**src/rtl/pcPkg.sv**
```systemverilog
// host pipe bridge shared widths, routing codes, FIFO sizing and word types
package pcPkg;

  ////////////////////////////////////////////////////////////////////////////
  // word layout
  ////////////////////////////////////////////////////////////////////////////

  // code sits in the top byte, payload below it
  localparam int codeWidth    = 8;
  localparam int payloadWidth = 24;
  localparam int wordWidth    = codeWidth + payloadWidth;

  ////////////////////////////////////////////////////////////////////////////
  // pipe-in FIFO sizing
  ////////////////////////////////////////////////////////////////////////////

  // 512 words deep
  localparam int fifoAddrWidth = 9;
  localparam int fifoDepth     = 1 << fifoAddrWidth;
  // host block of 128 words
  localparam int blockWidth    = 7;

  ////////////////////////////////////////////////////////////////////////////
  // routing codes
  ////////////////////////////////////////////////////////////////////////////

  // filler upstream, discarded downstream
  localparam logic [codeWidth-1:0] nopCode    = 8'd64;
  // downstream words with this code go to the block emulator
  localparam logic [codeWidth-1:0] pcToBdCode = '1;
  // tag on block emulator results going upstream
  localparam logic [codeWidth-1:0] bdToPcCode = '1;

  ////////////////////////////////////////////////////////////////////////////
  // types
  ////////////////////////////////////////////////////////////////////////////

  typedef logic [codeWidth-1:0]     pcCode;
  typedef logic [payloadWidth-1:0]  pcPayload;
  typedef logic [wordWidth-1:0]     pcWord;
  // one extra bit so a full FIFO is distinct from an empty one
  typedef logic [fifoAddrWidth:0]   fifoCount;

endpackage

```
**src/rtl/pcChannel.sv**
```systemverilog
// valid/ack word channel carrying a routing code and a payload
`timescale 1ns/1ns

interface pcChannel import pcPkg::*; ();

  // word offered by the source
  logic     valid;
  // routing code, top byte of the pipe word
  pcCode    code;
  // data field, low 24 bits of the pipe word
  pcPayload payload;
  // sink takes the word this cycle
  logic     ack;

  // transfer happens on each rising edge with valid and ack both high
  // code and payload hold steady while valid waits for ack
  modport source (
    output valid,
    output code,
    output payload,
    input  ack
  );

  // ack may look at valid and at the sink's own state
  modport sink (
    input  valid,
    input  code,
    input  payload,
    output ack
  );

endinterface

```
**src/rtl/bdEmulator.sv**
```systemverilog
// block emulator returning the running payload sum for each accepted word
`timescale 1ns/1ns

module bdEmulator import pcPkg::*; (
  input  logic     okClk,
  input  logic     arstN,
  input  logic     inValid,
  input  pcPayload inPayload,
  output logic     inAck,
  output logic     outValid,
  output pcPayload outPayload,
  input  logic     outTaken
);

  ////////////////////////////////////////////////////////////////////////////
  // input side
  ////////////////////////////////////////////////////////////////////////////

  logic     accept;
  pcPayload runSum;

  // room when the result register is empty or drains this cycle
  assign inAck  = ~outValid | outTaken;
  assign accept = inValid & inAck;

  ////////////////////////////////////////////////////////////////////////////
  // running sum and result register
  ////////////////////////////////////////////////////////////////////////////

  // sum only moves on accept, so it always equals the pending result
  // 24-bit add wraps around
  always_ff @(posedge okClk or negedge arstN) begin
    if (!arstN) begin
      runSum   <= '0;
      outValid <= 1'b0;
    end else begin
      if (accept) begin
        runSum   <= runSum + inPayload;
        // new result replaces one being taken in the same cycle
        outValid <= 1'b1;
      end else if (outTaken) begin
        outValid <= 1'b0;
      end
    end
  end

  // result offered right after the accepting edge
  assign outPayload = runSum;

endmodule

```
**src/rtl/coreTestHarness.sv**
```systemverilog
// core test harness sorting downstream words into drop, block and loopback paths
`timescale 1ns/1ns

module coreTestHarness import pcPkg::*; (
  input  logic     okClk,
  input  logic     arstN,
  pcChannel.sink   down,
  pcChannel.source up
);

  ////////////////////////////////////////////////////////////////////////////
  // code decode
  ////////////////////////////////////////////////////////////////////////////

  logic isNop;
  logic isBlock;
  logic downXfer;

  assign isNop    = (down.code == nopCode);
  assign isBlock  = (down.code == pcToBdCode);
  assign downXfer = down.valid & down.ack;

  // loopback register
  logic     lbValid;
  pcCode    lbCode;
  pcPayload lbPayload;
  logic     lbTaken;
  logic     lbReady;

  // block emulator hookup
  logic     bdInValid;
  logic     bdInAck;
  logic     bdOutValid;
  pcPayload bdOutPayload;
  logic     bdTaken;

  // return arbitration
  logic selLoop;
  logic freeSel;
  logic lastLoop;
  logic stall;
  logic stallLoop;

  // loopback slot frees up in the cycle it drains
  assign lbReady = ~lbValid | lbTaken;

  // NOPs always taken, others wait on their path
  always_comb begin
    if (isNop) begin
      down.ack = down.valid;
    end else if (isBlock) begin
      down.ack = down.valid & bdInAck;
    end else begin
      down.ack = down.valid & lbReady;
    end
  end

  ////////////////////////////////////////////////////////////////////////////
  // loopback path
  ////////////////////////////////////////////////////////////////////////////

  // valid bit
  always_ff @(posedge okClk or negedge arstN) begin
    if (!arstN) begin
      lbValid <= 1'b0;
    end else if (downXfer & ~isNop & ~isBlock) begin
      lbValid <= 1'b1;
    end else if (lbTaken) begin
      lbValid <= 1'b0;
    end
  end

  // word held unchanged for the return trip
  always_ff @(posedge okClk) begin
    if (downXfer & ~isNop & ~isBlock) begin
      lbCode    <= down.code;
      lbPayload <= down.payload;
    end
  end

  ////////////////////////////////////////////////////////////////////////////
  // block path
  ////////////////////////////////////////////////////////////////////////////

  assign bdInValid = down.valid & isBlock;

  bdEmulator bdEmu (
    .okClk      (okClk),
    .arstN      (arstN),
    .inValid    (bdInValid),
    .inPayload  (down.payload),
    .inAck      (bdInAck),
    .outValid   (bdOutValid),
    .outPayload (bdOutPayload),
    .outTaken   (bdTaken)
  );

  ////////////////////////////////////////////////////////////////////////////
  // upstream round robin
  ////////////////////////////////////////////////////////////////////////////

  // with both full, the path not served last goes first
  assign freeSel = lbValid & (~bdOutValid | ~lastLoop);
  // an offered word keeps its path until acked
  assign selLoop = stall ? stallLoop : freeSel;

  assign up.valid   = lbValid | bdOutValid;
  assign up.code    = selLoop ? lbCode    : bdToPcCode;
  assign up.payload = selLoop ? lbPayload : bdOutPayload;

  assign lbTaken = up.valid & up.ack & selLoop;
  assign bdTaken = up.valid & up.ack & ~selLoop;

  always_ff @(posedge okClk or negedge arstN) begin
    if (!arstN) begin
      lastLoop  <= 1'b0;
      stall     <= 1'b0;
      stallLoop <= 1'b0;
    end else begin
      // remember a pending offer
      stall     <= up.valid & ~up.ack;
      stallLoop <= selLoop;
      if (up.valid & up.ack) begin
        lastLoop <= selLoop;
      end
    end
  end

endmodule

```
**src/flat_wrapper.sv**
```systemverilog
// flat-port wrapper written by rule: the top's interface ports become plain ports
module coreTestHarness_flat import pcPkg::*;
  (okClk, arstN, down_valid, down_code, down_payload, down_ack, up_valid, up_code, up_payload, up_ack);
  pcChannel down_i ();
  pcChannel up_i ();
  input  logic okClk;
  input  logic arstN;
  input wire logic [$bits(down_i.valid)-1:0] down_valid;
  input wire logic [$bits(down_i.code)-1:0] down_code;
  input wire logic [$bits(down_i.payload)-1:0] down_payload;
  output wire logic [$bits(down_i.ack)-1:0] down_ack;
  output wire logic [$bits(up_i.valid)-1:0] up_valid;
  output wire logic [$bits(up_i.code)-1:0] up_code;
  output wire logic [$bits(up_i.payload)-1:0] up_payload;
  input wire logic [$bits(up_i.ack)-1:0] up_ack;
  assign down_i.valid = down_valid;
  assign down_i.code = down_code;
  assign down_i.payload = down_payload;
  assign down_ack = down_i.ack;
  assign up_valid = up_i.valid;
  assign up_code = up_i.code;
  assign up_payload = up_i.payload;
  assign up_i.ack = up_ack;
  coreTestHarness u_core (.okClk(okClk), .arstN(arstN), .down(down_i), .up(up_i));
endmodule
```
**config.mk**
```make
export PLATFORM = sky130hd
export DESIGN_NAME = coreTestHarness_flat
export DESIGN_NICKNAME = d
export VERILOG_FILES = /design/src/rtl/pcPkg.sv /design/src/rtl/pcChannel.sv /design/src/rtl/bdEmulator.sv /design/src/rtl/coreTestHarness.sv /design/src/flat_wrapper.sv
export SDC_FILE = /design/constraint.sdc
export NUM_CORES = 1
export LEC_CHECK = 0
export BUFFER_PORTS_ARGS = -buffer_cell sky130_fd_sc_hd__buf_2
export CORE_ASPECT_RATIO = 1.1
export CORE_MARGIN = 1
export CORE_UTILIZATION = 55
export CTS_CLUSTER_DIAMETER = 200
export DETAILED_ROUTE_END_ITERATION = 8
export HOLD_SLACK_MARGIN = 0.08
export MAX_ROUTING_LAYER = met4
export PLACE_DENSITY = 0.79
export SETUP_SLACK_MARGIN = 0.1
export SLEW_MARGIN = 20
export SYNTH_ARGS = -nofsm -noshare
export SYNTH_HDL_FRONTEND = slang
export SYNTH_SLANG_ARGS = --single-unit
```
**constraint.sdc**
```tcl
create_clock -name okClk -period 10 [get_ports okClk]
set_clock_uncertainty 0.2 [all_clocks]
set_input_delay 1 -clock okClk [delete_from_list [all_inputs] [get_ports okClk]]
set_output_delay 1 -clock okClk [all_outputs]
set_load 0.01 [all_outputs]
```
======== After elaboration in Yosys (flattened, before gate mapping) ========
Index checks and enable logic that the tools add are counted.
operators by class
  add/subtract/negate cells ............... 1
  equal/unequal tests ..................... 2
  muxes and demuxes ....................... 9
  bitwise gates (word level) .............. 23
  reduce and logical (&&, ||, !) cells .... 2
operators by type and width
  kind                                                                    number
  24-bit adder                                                            1
  24-bit 2-to-1 mux                                                       1
  1-bit AND                                                               12
  8-bit by 7-bit equality test with 1-bit output (second input constant)  1
  8-bit equality test (second input constant)                             1
  8-bit 2-to-1 mux                                                        1
  1-bit 2-to-1 mux                                                        7
  1-bit NOT                                                               7
  1-bit OR                                                                4
  2-bit nonzero test                                                      2
storage, ports and cells
  register bits after elaboration ......... 61
  input port bits ......................... 36
  output and inout port bits .............. 34
  word-level logic and storage cells ...... 45

======== Logic depth before layout (Yosys ltp) ========
  depth in word-level cells ............... 14
  depth in mapped cells ................... 8
  depth with buffers taken out ............ 8

======== Cells and area by module ========
A second synthesis with hierarchy kept.
second synthesis, totals
  cell total of the unflattened synthesis .. 364
  area total of the unflattened synthesis .. 3826.2 µm²
modules (own cells, without submodules)
  module           times used  cells each  area an instance (µm²)  seq. area each (µm²)
  bdEmulator       1           265         2233.4                  625.6
  coreTestHarness  1           99          1592.8                  1061.0

======== Least setup slack after synthesis ========
OpenSTA, ideal clock, no wires.
  path type ............................... input to register
  from .................................... in down_code[6]
  to ...................................... reg u_core.lbCode[0] (enable)
  setup time .............................. 0.472 ns
  arrival time ............................ 3.644 ns
  data required time ...................... 9.328 ns
  setup slack ............................. 5.685 ns
  stages on the path ...................... 3
  buffers on the path ..................... 0
  cells stage by stage .................... nand4_1 o21ai_0 a211oi_1
on the way
  longest elaborated chain between the ends .. 6
  elaborated cells between the ends (all ways) .. 9
  those cells by class .................... eq/ne: 2; mux: 2; bitwise: 5
ends and longest elaborated chain
  element                 RTL line               RTL
  start: declaration      flat_wrapper.sv:9      input wire logic [$bits(down_i.code)-1:0] down_code;
  8-bit equality test     coreTestHarness.sv:20  assign isBlock = (down.code == pcToBdCode);
  1-bit 2-to-1 mux        coreTestHarness.sv:51  end else if (isBlock) begin
  1-bit 2-to-1 mux        coreTestHarness.sv:49  if (isNop) begin
  1-bit AND               coreTestHarness.sv:21  assign downXfer = down.valid & down.ack;
  1-bit AND               coreTestHarness.sv:75  if (downXfer & ~isNop & ~isBlock) begin
  1-bit AND *             coreTestHarness.sv:75
  end signal: assignment  coreTestHarness.sv:76  lbCode <= down.code;
  end: declaration        coreTestHarness.sv:25  pcCode lbCode;
Mark *: on every way between the ends. The rest lies on a longest branch, timed or not.
A chain may end at the register's enable or synchronous reset.

======== Final worst setup path ========
  from .................................... in down_code[7]
  to ...................................... out down_ack
on the way
  longest elaborated chain between the ends .. 3
  elaborated cells between the ends (all ways) .. 4
  those cells by class .................... eq/ne: 2; mux: 2
ends and longest elaborated chain
  element              RTL line               RTL
  8-bit equality test  coreTestHarness.sv:20
  1-bit 2-to-1 mux     coreTestHarness.sv:51
  1-bit 2-to-1 mux *   coreTestHarness.sv:49
  end: declaration     flat_wrapper.sv:11     output wire logic [$bits(down_i.ack)-1:0] down_ack;
Marked as above.

==> results.ini <==
[status]
status=completed

[timing]
tns_ps=0
hold_viol_final=0
fin_crit_sh_pct=38.30
whs_ps=285.8
worst_slew_pin_slew_ps=727.0
fmax_ghz=0.2611
rsz0062_at_grt=false
drv_slew=0
slew_headroom_pct=51.38
finalCriticalPeriod_ps=3830
setup-violations-final=0

[logic_synthesis]
synthFlopType=edfxtp_1
synth_top_cell_area_share_pct=25.07
syn_area_um2=3832
syn_nets=435
synthMostInstantiatedCell=nand2_1
yosys-top-cells-area=edfxtp_1, dfrtp_1, ha_1
ys_warn_count=0
avgSynthCellArea_um2=10.22
async_flop_share_pct=47.54
synth_cells=375
synth_top_area_cell=edfxtp_1
ys_seq_elements=61
ys_types=59
synth_edf_count=32
netlist_top_cells_count=nand2_1, edfxtp_1, dfrtp_1
yosysSeqAreaShare_pct=44.01

[worst_hold_path]
holdPathStages=2
hp-class=reg -> reg

[setup_path]
cp_max_fo=15
worstPathArrival_ps=2630
critPathKind=in -> out
end_kind=primary output
start_kind=primary input
r2r.worst_path.cells=6
worstPathRequired_ps=8800

[placed_design]
place_hpwl_um=6071
globalplace.congestion=0.9162
io_buffers=69

[power]
p_seq_share_pct=36.8
ir_drop_mv=0.2311
pwr-share-clk_pct=28.0
power.switching_mw=0.2878
internal_power_mw=0.5880
combPwrFrac_pct=35.2
sw_frac_of_total_pct=32.86
p_leak_nw=1.974
powerDensity_nw_per_um2=195.8

[global_route]
grt_start_max_net_pins=50
groute.usage.overall_pct=26.70
grt_overflow_total=0
grt_pass1_vias=3126
antenna_found_initial=0
grt_pass1_wl_um=14190

[layout]
fill_cells=550
area_growth_pct=16.68
multiInputGateArea_um2=2064
drive_above_1_share_pct=27.87
n_antenna_cell=0
utilization_pct=67.03
register_area_um2=1687
nNetsFinal=500

[die]
die_y_um=89.55
die_width_um=81.59
ios=70
num_rows=31
dieArea_um2=7306
core_um2=6671
initial_core_util_pct=57.45

[cts]
cts_max_level=3
ctsResizeCount=0
worstSkewPairLatency_ps=340
clock-root-buffer=clkbuf_8
postCtsSetupBuffers=0
tritoncts=yes
numCtsBuffers=9
clk_pin_slew_worst_paths_ps=80
cts_sinks=61
cts_hold_buf=0
clockBufferDepth=2

[routing]
post_drt_via_cell_ratio=5.968
ant_nets=0
wl_per_cell_um=15.96
drc_errors=0
drt_wl_total_um=8410
drt_iter0_drc=133
vias=3145
firstDrtPassIters=4

[flow_run]
cap_violations=0

[routing by layer]
layer / vias to the layer above / part of all wire (%) / track usage [%] / wire length (um)
met1: 1509 / 45 / 32.27 / 3809
met5: - / 0 / - / 0
met2: 73 / 49 / 43.71 / 4120
li1: 1551 / - / - / -
met4: 0 / 1.6 / 10.05 / 131
met3: 12 / 4.1 / 5.714 / 348
[cell type report]
type / instances / share of cell area (%)
flip-flops and latches: 61 / 37.72
well taps: 82 / 2.294
clock buffers: 9 / 2.770
repair buffers: 72 / 8.226
inverters: 7 / 0.5876
multi-input cells: 289 / 46.17
clock inverters: 7 / 2.238
[path summary, 6_finish.rpt]
kind,to,startpoint,slack [ps]
min in group asynchronous,u_core.bdEmu.outPayload[11]$_DFFE_PN0P_,arstN,510
worst min register to register,u_core.lastLoop$_DFFE_PN0N_,u_core.lastLoop$_DFFE_PN0N_,290
max in group asynchronous,u_core.bdEmu.outPayload[2]$_DFFE_PN0P_,arstN,8630
worst max-delay path,down_ack,down_code[7],6170
worst max register to register,u_core.lbPayload[10]$_DFFE_PP_,u_core.lastLoop$_DFFE_PN0N_,7140
worst min-delay path,u_core.lastLoop$_DFFE_PN0N_,u_core.lastLoop$_DFFE_PN0N_,290
[power by group through the flow]
stage / combinational [mW] / clock, mW / sequential [mW]
6_report: 0.308 / 0.245 / 0.322
5_1_grt: 0.340 / 0.260 / 0.326
4_1_cts: 0.314 / 0.251 / 0.323
3_5_place_dp: 0.311 / 0 / 0.328
3_3_place_gp: 0.305 / 0 / 0.325
2_1_floorplan: 0.208 / 0 / 0.326
[registers in the layout (all words and copies together), names as in the netlist]
signal	cells
u_core.lastLoop	1
u_core.stallLoop	1
u_core.lbValid	1
u_core.bdEmu.outValid	1
u_core.stall	1
u_core.lbPayload	24
u_core.bdEmu.outPayload	24
u_core.lbCode	8
[critical path, stage by stage]
cell and delay, ps:
buf_2 100, nand4_1 110, nor3_1 430, o21a_1 570, a31oi_1 120, o21ai_0 120, buf_2 170
[kinds of logic after synthesis]
| family | synth area share (%) |
|---|---|
| multiplexers | 7.313 |
| AO/OA/AOI/OAI | 19.23 |
| XOR/XNOR | 2.742 |
| adder cells (fa/ha/maj) | 8.031 |
| buffers and inverters | 2.547 |
| flip-flops | 44.01 |
| AND/OR/NAND/NOR | 16.13 |
[per-stage QoR]
stage	worst slack (ps)	instance area (um2)	power, mW	std cells
floorplan	5685	3832	0.5333	375
global placement	6361	4248	0.6305	511
detailed placement	6278	4248	0.6393	511
CTS	6220	4472	0.8869	527
global route	6049	4472	0.9267	527
finish	6170	4472	0.8757	527
[cells in the final DEF, fill, tap and decap left out, types with 6 or more instances in the layout]
| cell | Yosys | routed |
|---|---|---|
| nand2_1 | 44 | 44 |
| o21ai_0 | 25 | 25 |
| inv_1 | 7 | 7 |
| buf_2 | 3 | 69 |
| nor2_1 | 17 | 17 |
| xnor2_1 | 8 | 8 |
| nand2b_1 | 9 | 9 |
| edfxtp_1 | 32 | 32 |
| ha_1 | 23 | 23 |
| nand3_1 | 12 | 12 |
| clkbuf_8 | 0 | 9 |
| mux2_2 | 24 | 24 |
| a21oi_1 | 22 | 22 |
| a21o_1 | 10 | 10 |
| dfrtp_1 | 29 | 29 |
| nand4_1 | 9 | 9 |
| nor3_1 | 6 | 6 |
Power figures use the tool's default switching activity.
