File: src/rtl/pcPkg.sv
// host pipe bridge shared widths, routing codes, FIFO sizing and word types
package pcPkg;

  ////////////////////////////////////////////////////////////////////////////
  // word layout
  ////////////////////////////////////////////////////////////////////////////

  // code sits in the top byte, payload below it
  localparam int codeWidth    = 8;
  localparam int payloadWidth = 24;
  localparam int wordWidth    = codeWidth + payloadWidth;

  ////////////////////////////////////////////////////////////////////////////
  // pipe-in FIFO sizing
  ////////////////////////////////////////////////////////////////////////////

  // 512 words deep
  localparam int fifoAddrWidth = 9;
  localparam int fifoDepth     = 1 << fifoAddrWidth;
  // host block of 128 words
  localparam int blockWidth    = 7;

  ////////////////////////////////////////////////////////////////////////////
  // routing codes
  ////////////////////////////////////////////////////////////////////////////

  // filler upstream, discarded downstream
  localparam logic [codeWidth-1:0] nopCode    = 8'd64;
  // downstream words with this code go to the block emulator
  localparam logic [codeWidth-1:0] pcToBdCode = '1;
  // tag on block emulator results going upstream
  localparam logic [codeWidth-1:0] bdToPcCode = '1;

  ////////////////////////////////////////////////////////////////////////////
  // types
  ////////////////////////////////////////////////////////////////////////////

  typedef logic [codeWidth-1:0]     pcCode;
  typedef logic [payloadWidth-1:0]  pcPayload;
  typedef logic [wordWidth-1:0]     pcWord;
  // one extra bit so a full FIFO is distinct from an empty one
  typedef logic [fifoAddrWidth:0]   fifoCount;

endpackage

File: src/rtl/pcChannel.sv
// valid/ack word channel carrying a routing code and a payload
`timescale 1ns/1ns

interface pcChannel import pcPkg::*; ();

  // word offered by the source
  logic     valid;
  // routing code, top byte of the pipe word
  pcCode    code;
  // data field, low 24 bits of the pipe word
  pcPayload payload;
  // sink takes the word this cycle
  logic     ack;

  // transfer happens on each rising edge with valid and ack both high
  // code and payload hold steady while valid waits for ack
  modport source (
    output valid,
    output code,
    output payload,
    input  ack
  );

  // ack may look at valid and at the sink's own state
  modport sink (
    input  valid,
    input  code,
    input  payload,
    output ack
  );

endinterface

File: src/rtl/upstreamMux.sv
// pipe-out source selecting the upstream channel word or a NOP filler
`timescale 1ns/1ns

module upstreamMux import pcPkg::*; (
  input  logic   pipeOutRead,
  output pcWord  pipeOutData,
  pcChannel.sink up
);

  // filler sent when nothing is pending
  pcWord nopWord;

  assign nopWord = {nopCode, pcPayload'(0)};

  // host reads are served in the same cycle
  always_comb begin
    if (pipeOutRead) begin
      if (up.valid) begin
        // pending word goes out and is consumed
        pipeOutData = {up.code, up.payload};
        up.ack      = 1'b1;
      end else begin
        // empty channel, answer with the NOP word
        pipeOutData = nopWord;
        up.ack      = 1'b0;
      end
    end else begin
      // no read, nothing taken
      pipeOutData = '0;
      up.ack      = 1'b0;
    end
  end

endmodule

File: src/flat_wrapper.sv
// flat-port wrapper written by rule: the top's interface ports become plain ports
module upstreamMux_flat import pcPkg::*;
  (pipeOutRead, pipeOutData, up_valid, up_code, up_payload, up_ack);
  pcChannel up_i ();
  input  logic pipeOutRead;
  output pcWord pipeOutData;
  input wire logic [$bits(up_i.valid)-1:0] up_valid;
  input wire logic [$bits(up_i.code)-1:0] up_code;
  input wire logic [$bits(up_i.payload)-1:0] up_payload;
  output wire logic [$bits(up_i.ack)-1:0] up_ack;
  assign up_i.valid = up_valid;
  assign up_i.code = up_code;
  assign up_i.payload = up_payload;
  assign up_ack = up_i.ack;
  upstreamMux u_core (.pipeOutRead(pipeOutRead), .pipeOutData(pipeOutData), .up(up_i));
endmodule
File: config.mk
export PLATFORM = sky130hd
export DESIGN_NAME = upstreamMux_flat
export DESIGN_NICKNAME = d
export VERILOG_FILES = /design/src/rtl/pcPkg.sv /design/src/rtl/pcChannel.sv /design/src/rtl/upstreamMux.sv /design/src/flat_wrapper.sv
export SDC_FILE = /design/constraint.sdc
export NUM_CORES = 1
export LEC_CHECK = 0
export BUFFER_PORTS_ARGS = -buffer_cell sky130_fd_sc_hd__buf_4
export CAP_MARGIN = 20
export CORE_AREA = 2 2 39 41
export DETAILED_ROUTE_END_ITERATION = 7
export DIE_AREA = 0 0 41 43
export PLACE_DENSITY = 0.75
export SYNTH_ARGS = -nofsm -noshare
export SYNTH_HDL_FRONTEND = slang
export SYNTH_SLANG_ARGS = --single-unit
File: constraint.sdc
create_clock -name vclk -period 0.8
set_clock_uncertainty 0.05 [all_clocks]
set_input_delay 0.16 -clock vclk [all_inputs]
set_output_delay 0.16 -clock vclk [all_outputs]
set_load 0.01 [all_outputs]
======== Word level (Yosys, flattened, before mapping) ========
Cells that the tools add are included.
word-level totals
  word-level logic and storage cells ...... 4
  input port bits ......................... 34
  output and inout port bits .............. 33
  register bits ........................... 0
operators by class
  multiplexer cells ....................... 4
operators by type and width
  operator           count
  2-to-1 mux 32 bit  2
  2-to-1 mux 1 bit   2

======== Longest topological paths before layout ========
Gate-level depths: netlist (run 1).
  depth in word-level cells ............... 2
  depth in mapped cells ................... 2
  mapped depth without buffers ............ 2

======== Least setup slack after synthesis (run 1) ========
Ideal clock, no wire load.
  path kind ............................... input-to-output
  start point ............................. in pipeOutRead
  end point ............................... out pipeOutData[10]
  stages .................................. 2
  required time ........................... 0.590 ns
  arrival ................................. 0.498 ns
  setup slack ............................. 0.092 ns
  cells stage by stage .................... clkbuf_2 -> and3_2
between the ends
  word-level cells in the longest chain between the ends .. 1
RTL lines
  element             line               source
  start: declaration  flat_wrapper.sv:5  input logic pipeOutRead;
  2-to-1 mux 32 bit   upstreamMux.sv:17  if (pipeOutRead) begin
  end: declaration    flat_wrapper.sv:6  output pcWord pipeOutData;
No other way between the ends.

======== Worst setup path after layout (run 1) ========
  start point ............................. in pipeOutRead
  end point ............................... out pipeOutData[4]
The elaborated chain is that of the path after synthesis.

==> load_flow_metrics.sql, run 1 <==
INSERT INTO impl_metrics (metric_group, metric, value, unit) VALUES
('detailed_routing', 'detail-route-antenna-nets', '0', ''),
('critical_path', 'maximum_fanout_encountered_on_the_critical_timing_path', '17', ''),
('detailed_routing', 'via_count', '578', ''),
('critical_path', 'longest_individual_stage_delay_on_the_worst_path', '0.20', 'ns'),
('timing', 'timing.max_slew.rel_slack', '94.7', '%'),
('floorplan', 'initial_utilization', '19.7', '%'),
('logic_synthesis', 'synth_cell_type_count', '7', ''),
('detailed_routing', 'detail_route.wl_per_cell', '14.2', 'um'),
('detailed_routing', 'route.detailed.vias_per_inst', '4.82', ''),
('run_status', 'status', 'finished, violations left', ''),
('logic_synthesis', 'syn-num-nets', '74', ''),
('floorplan', 'die_y', '43', 'um'),
('global_routing', 'grt_antenna_before_repair', '0', ''),
('floorplan', 'num_io_pins', '67', ''),
('global_routing', 'grt_first_pass_wirelength', '2110', 'um'),
('critical_path', 'critical_path_class', 'in2out', ''),
('timing', 'whs', '0.562', 'ns'),
('power', 'power_density', '464', 'nW/um^2'),
('clocking', 'post_cts_buffers', '0', ''),
('global_routing', 'grt_util_all_layers', '16.0', '%'),
('cells_and_area', 'clock_buffers', '0', ''),
('detailed_routing', 'drcViolationCount', '0', ''),
('cells_and_area', 'sequential_cell_area', '0', 'sq um'),
('logic_synthesis', 'syn-instance-count', '40', ''),
('timing', 'worst_max_slew_pin_slew', '0.0797', 'ns'),
('cells_and_area', 'layout-area-overhead-vs-synth', '288', '%'),
('critical_path', 'data_arrival_time_of_the_worst_path', '0.60', 'ns'),
('floorplan', 'num_rows', '14', ''),
('power', 'vdd_drop_max', '251', 'uV'),
('timing', 'timing.final.ws_setup', '-0.0118', 'ns'),
('timing', 'setup_viol_count_final', '12', ''),
('critical_path', 'path_buf_inv', '2', ''),
('floorplan', 'placeableCoreArea', '1380', 'sq um'),
('timing', 'period_share', '101', '%'),
('clocking', 'cts-hold-fix-buffers', '0', ''),
('placed_design', 'gp_routability_congestion', '0.647', ''),
('critical_path', 'critical_path.slowest_cell', 'and3_2', ''),
('timing', 'timing_max_transition_violations_final', '0', ''),
('global_routing', 'grt_max_degree', '34', ''),
('timing', 'fin_setup_tns', '-0.0895', 'ns'),
('cells_and_area', 'num_sequential', '0', ''),
('detailed_routing', 'routed_wirelength', '1700', 'um'),
('power', 'leakage', '0.558', 'nW'),
('timing', 'max_clock_freq', '1230', 'MHz'),
('run', 'maxCapViolCount', '0', ''),
('critical_path', 'timing.critical_path.to_type', 'primary output', ''),
('floorplan', 'floorplan.die_area', '1760', 'sq um'),
('critical_path', 'worstPathCellList', 'buf_12 > and3_2 > buf_6', ''),
('placed_design', 'numPortBuffers', '67', ''),
('hold_path', 'class_of_the_worst_hold_path', 'in2out', ''),
('global_routing', 'globalRouteOverflowTotal', '0', ''),
('run_status', 'failed_checks', 'setup timing', ''),
('logic_synthesis', 'yosys_warnings', '0', ''),
('logic_synthesis', 'synthesis.area_per_instance', '6.82', 'sq um'),
('global_routing', 'grt_pass1_vias', '522', ''),
('critical_path', 'data_required_time_of_the_worst_path', '0.59', 'ns'),
('critical_path', 'cp_top_family', 'buffers and inverters', ''),
('cells_and_area', 'final_stage_net_count', '140', ''),
('detailed_routing', 'drt_pass1_iterations', '3', ''),
('timing', 'rsz_0062_raised_after_global_routing', 'yes', ''),
('critical_path', 'crit_path_start_kind', 'input port', ''),
('logic_synthesis', 'synth_area', '273', 'sq um'),
('timing', 'layout_min_cycle_time', '0.812', 'ns'),
('placed_design', 'place_ws', '-0.136', 'ns'),
('timing', 'hold_violations', '0', ''),
('cells_and_area', 'drive_gt1_share', '98.1', '%'),
('cells_and_area', 'num_antenna_cells', '0', ''),
('floorplan', 'die_w', '41', 'um'),
('logic_synthesis', 'seq_area_frac_synth', '0', '%'),
('detailed_routing', 'dr.first_iter.drc_count', '2', '');
==> where the power goes <==
group	leakage, nW	switching, W	internal [W]	total (W)
sequential	0	0	0	0
combinational	0.558	0.000154	0.000336	0.000490
clock	0	0	0	0
==> repair_timing <==
| item | CTS | global route |
|---|---|---|
| endpoints found under the hold margin | 0 | 0 |
| pin swaps | 1 | 1 |
| cloned | 1 | 2 |
| endpoints found under the setup margin | 33 | 30 |
| gates resized for setup | 35 | 22 |
==> area by class of cell <==
type	instances	area, sq um
Fill cell	99	327
Inverter	1	3.75
Timing Repair Buffer	70	708
Tap cell	16	20.0
Multi-Input combinational cell	33	325
==> cells in the final DEF (no fill, tap or decap), drive strengths merged <==
cell    Yosys  layout
buf         3      69
a21boi      1       1
inv         1       1
and3       31      31
clkbuf      3       1
and2        1       1
==> synthesized netlist by cell type <==
master | n | area (sq um)
and3_2 | 22 | 165
clkbuf_2 | 3 | 15.0
and3_1 | 9 | 56.3
a21boi_2 | 1 | 11.3
inv_1 | 1 | 3.75
buf_2 | 3 | 15.0
and2_1 | 1 | 6.26
==> tightest hold or removal path, cell delays in order <==
cell and delay, ns:
buf_6 0.11, a21boi_2 0.05, buf_4 0.13
==> routing by layer <==
| layer | up-vias | wire length, um | global-route usage, % |
|---|---|---|---|
| li1 | 276 | - | - |
| met1 | 252 | 585 | 18.0 |
| met2 | 50 | 857 | 30.0 |
| met3 | 0 | 261 | 3.66 |
| met4 | 0 | 0 | 0 |
| met5 | - | 0 | 0 |
==> kinds of logic after synthesis <==
family          count (synthesis)  synth area share, %
simple gates                   32                 83.5
buf+inv                         7                 12.4
compound gates                  1                 4.13
==> per-stage QoR <==
step,instances,total power [W],util [%],instance area [sq um]
CTS,118,0.000426,66.7,923
floorplan,40,0.000128,-,273
finish,120,0.000490,76.4,1060
global route,120,0.000525,76.4,1060
detailed placement,117,0.000349,55.3,766
global placement,117,0.000344,55.3,766
==> path summary, 6_finish.rpt <==
path | cells past startpoint | slack, ns | start | end
setup / recovery | 3 | -0.01 | pipeOutRead | pipeOutData[4]
hold / removal | 3 | 0.56 | up_valid | pipeOutData[30]
Note: power is estimated with default switching activity, not from simulation.
==> run 2, diff against run 1 <==
==> constraint.sdc (replaced) <==
create_clock -name vclk -period 1
set_clock_uncertainty 0.05 [all_clocks]
set_input_delay 0.2 -clock vclk [all_inputs]
set_output_delay 0.2 -clock vclk [all_outputs]
set_load 0.05 [all_outputs]
==> run 2 against run 1 <==
  * The flow now finishes without violations
  * Worst hold slack improved by 0.16 ns
  * Utilization fell by 9.9 points
  * Combinational power increased by 3%
  * Critical path depth did not move
  * Worst setup slack gained 0.036 ns
  * First-iteration DRC count unchanged
  * Routed wire length down 21%
  * Count of clock-buffer cells in the layout unchanged
  * Design area shrank 13%
  * Sequential cell count unchanged
  * Critical endpoint is now up_ack
  * Largest power group unchanged
==> load_flow_metrics.sql, run 2 (synthesis results as in run 1) <==
INSERT INTO impl_metrics (metric_group, metric, value, unit) VALUES
('timing', 'timing_max_transition_violations_final', '0', ''),
('power', 'clock_power_share', '0', '%'),
('detailed_routing', 'route.detailed.vias_per_inst', '4.53', ''),
('critical_path', 'critical_path_class', 'in2out', ''),
('power', 'power.share.switching', '54.6', '%'),
('detailed_routing', 'dr.first_iter.drc_count', '2', ''),
('power', 'power_density', '547', 'nW/um^2'),
('global_routing', 'grt_use_met3', '0.524', '%'),
('cells_and_area', 'fill_cells', '118', ''),
('cells_and_area', 'most_common_library_cell_in_the_layout_ignoring_fill_and_taps', 'buf_4', ''),
('cells_and_area', 'mostFrequentLayoutCells', 'buf_4 (33), buf_6 (32), and3_2 (31), buf_8 (2)', ''),
('cells_and_area', 'num_antenna_cells', '0', ''),
('power', 'intPower', '0.000229', 'W'),
('timing', 'hold_violations', '0', ''),
('placed_design', 'place_ws', '-0.102', 'ns'),
('detailed_routing', 'via_count', '530', ''),
('global_routing', 'grt_first_pass_wirelength', '1930', 'um'),
('critical_path', 'path_buf_inv', '2', ''),
('timing', 'layout_min_cycle_time', '0.976', 'ns'),
('power', 'p_sw', '0.000275', 'W'),
('floorplan', 'initial_utilization', '19.7', '%'),
('critical_path', 'worstPathCellList', 'buf_8 > and2_2 > buf_4', ''),
('timing', 'fin_setup_tns', '0', 'ns'),
('timing', 'timing.final.ws_setup', '0.0240', 'ns'),
('global_routing', 'grt_util_all_layers', '14.5', '%'),
('timing', 'period_share', '97.6', '%'),
('power', 'leakage', '0.548', 'nW'),
('detailed_routing', 'drt_pass1_iterations', '2', ''),
('floorplan', 'num_io_pins', '67', ''),
('clocking', 'post_cts_buffers', '0', ''),
('timing', 'rsz_0062_raised_after_global_routing', 'no', ''),
('cells_and_area', 'layout-area-overhead-vs-synth', '238', '%'),
('hold_path', 'class_of_the_worst_hold_path', 'in2out', ''),
('detailed_routing', 'detail-route-antenna-nets', '0', ''),
('floorplan', 'die_y', '43', 'um'),
('critical_path', 'critical_path.slowest_cell', 'and2_2', ''),
('cells_and_area', 'final_stage_net_count', '137', ''),
('placed_design', 'gp_routability_congestion', '0.617', ''),
('floorplan', 'die_w', '41', 'um'),
('power', 'vdd_drop_max', '279', 'uV'),
('timing', 'timing.max_slew.rel_slack', '90.8', '%'),
('floorplan', 'floorplan.die_area', '1760', 'sq um'),
('power', 'pwr-share-seq', '0', '%'),
('timing', 'setup_viol_count_final', '0', ''),
('global_routing', 'grt_antenna_before_repair', '0', ''),
('critical_path', 'data_arrival_time_of_the_worst_path', '0.73', 'ns'),
('critical_path', 'maximum_fanout_encountered_on_the_critical_timing_path', '33', ''),
('timing', 'max_clock_freq', '1020', 'MHz'),
('global_routing', 'grt_pass1_vias', '488', ''),
('critical_path', 'timing.critical_path.to_type', 'primary output', ''),
('detailed_routing', 'drcViolationCount', '0', ''),
('cells_and_area', 'sequential_cell_area', '0', 'sq um'),
('power', 'combPwrFrac', '100.0', '%'),
('detailed_routing', 'detail_route.wl_per_cell', '11.5', 'um'),
('critical_path', 'cp_top_family', 'buffers and inverters', ''),
('cells_and_area', 'clock_buffers', '0', ''),
('floorplan', 'placeableCoreArea', '1380', 'sq um'),
('placed_design', 'numPortBuffers', '67', ''),
('floorplan', 'num_rows', '14', ''),
('critical_path', 'crit_path_start_kind', 'input port', ''),
('critical_path', 'data_required_time_of_the_worst_path', '0.75', 'ns'),
('placed_design', 'placedInstanceArea', '786', 'sq um'),
('global_routing', 'groute.layer.met1.usage', '16.5', '%'),
('cells_and_area', 'fin_area', '921', 'sq um'),
('run', 'maxCapViolCount', '0', ''),
('cells_and_area', 'drive_gt1_share', '99.0', '%'),
('detailed_routing', 'routed_wirelength', '1350', 'um'),
('timing', 'worst_max_slew_pin_slew', '0.138', 'ns'),
('run_status', 'status', 'complete, no violations', ''),
('critical_path', 'longest_individual_stage_delay_on_the_worst_path', '0.20', 'ns'),
('global_routing', 'grtUsageMet2', '28.7', '%'),
('global_routing', 'globalRouteOverflowTotal', '0', ''),
('global_routing', 'grt_max_degree', '34', ''),
('global_routing', 'globalRoute.busiestLayer', 'met2', ''),
('cells_and_area', 'num_sequential', '0', '');
[run 2: power groups by stage]
stage	combinational [W]	sequential (W)	clock, W
CTS	0.000504	0	0
global route	0.000526	0	0
detailed placement	0.000456	0	0
finish	0.000503	0	0
floorplan	0.000277	0	0
global placement	0.000452	0	0
[run 2: through the flow]
| stage | utilization [%] | cells | total power [W] | hold slack [ns] |
|---|---|---|---|---|
| final | 66.5 | 117 | 0.000503 | 0.718 |
| after global routing | 66.5 | 117 | 0.000526 | 0.742 |
| after CTS | 66.3 | 117 | 0.000504 | 0.720 |
| after detailed placement | 56.8 | 117 | 0.000456 | 0.757 |
| after global placement | 56.8 | 117 | 0.000452 | 0.757 |
| after floorplan | - | 40 | 0.000277 | 0.544 |
[run 2: layout make-up]
cell class	instances	area, sq um	area share [%]
Inverter	1	3.75	0.408
Timing Repair Buffer	67	638	69.3
Tap cell	16	20.0	2.17
Multi-Input combinational cell	33	259	28.1
[run 2: what timing repair did]
action,in CTS,in global routing
endpoints found under the setup margin,33,33
hold buffers,0,0
pin swaps,0,0
gates resized for setup,35,1
[run 2: worst paths after layout]
path | from | slack, ns | to | depth (start not counted)
max | pipeOutRead | 0.02 | up_ack | 3
min | up_valid | 0.72 | pipeOutData[30] | 3
[run 2: tightest hold or removal path, delay by kind of cell]
kind / cells / cell delay (ns)
AOI/OAI and AO/OA: 1 / 0.07
buffers and inverters: 2 / 0.30
[run 2: layer usage]
layer | up-vias | wire [um] | share of wire, %
met4 | 0 | 0 | 0
met3 | 0 | 135 | 10
li1 | 268 | - | -
met5 | - | 0 | 0
met1 | 225 | 482 | 36
met2 | 37 | 728 | 54
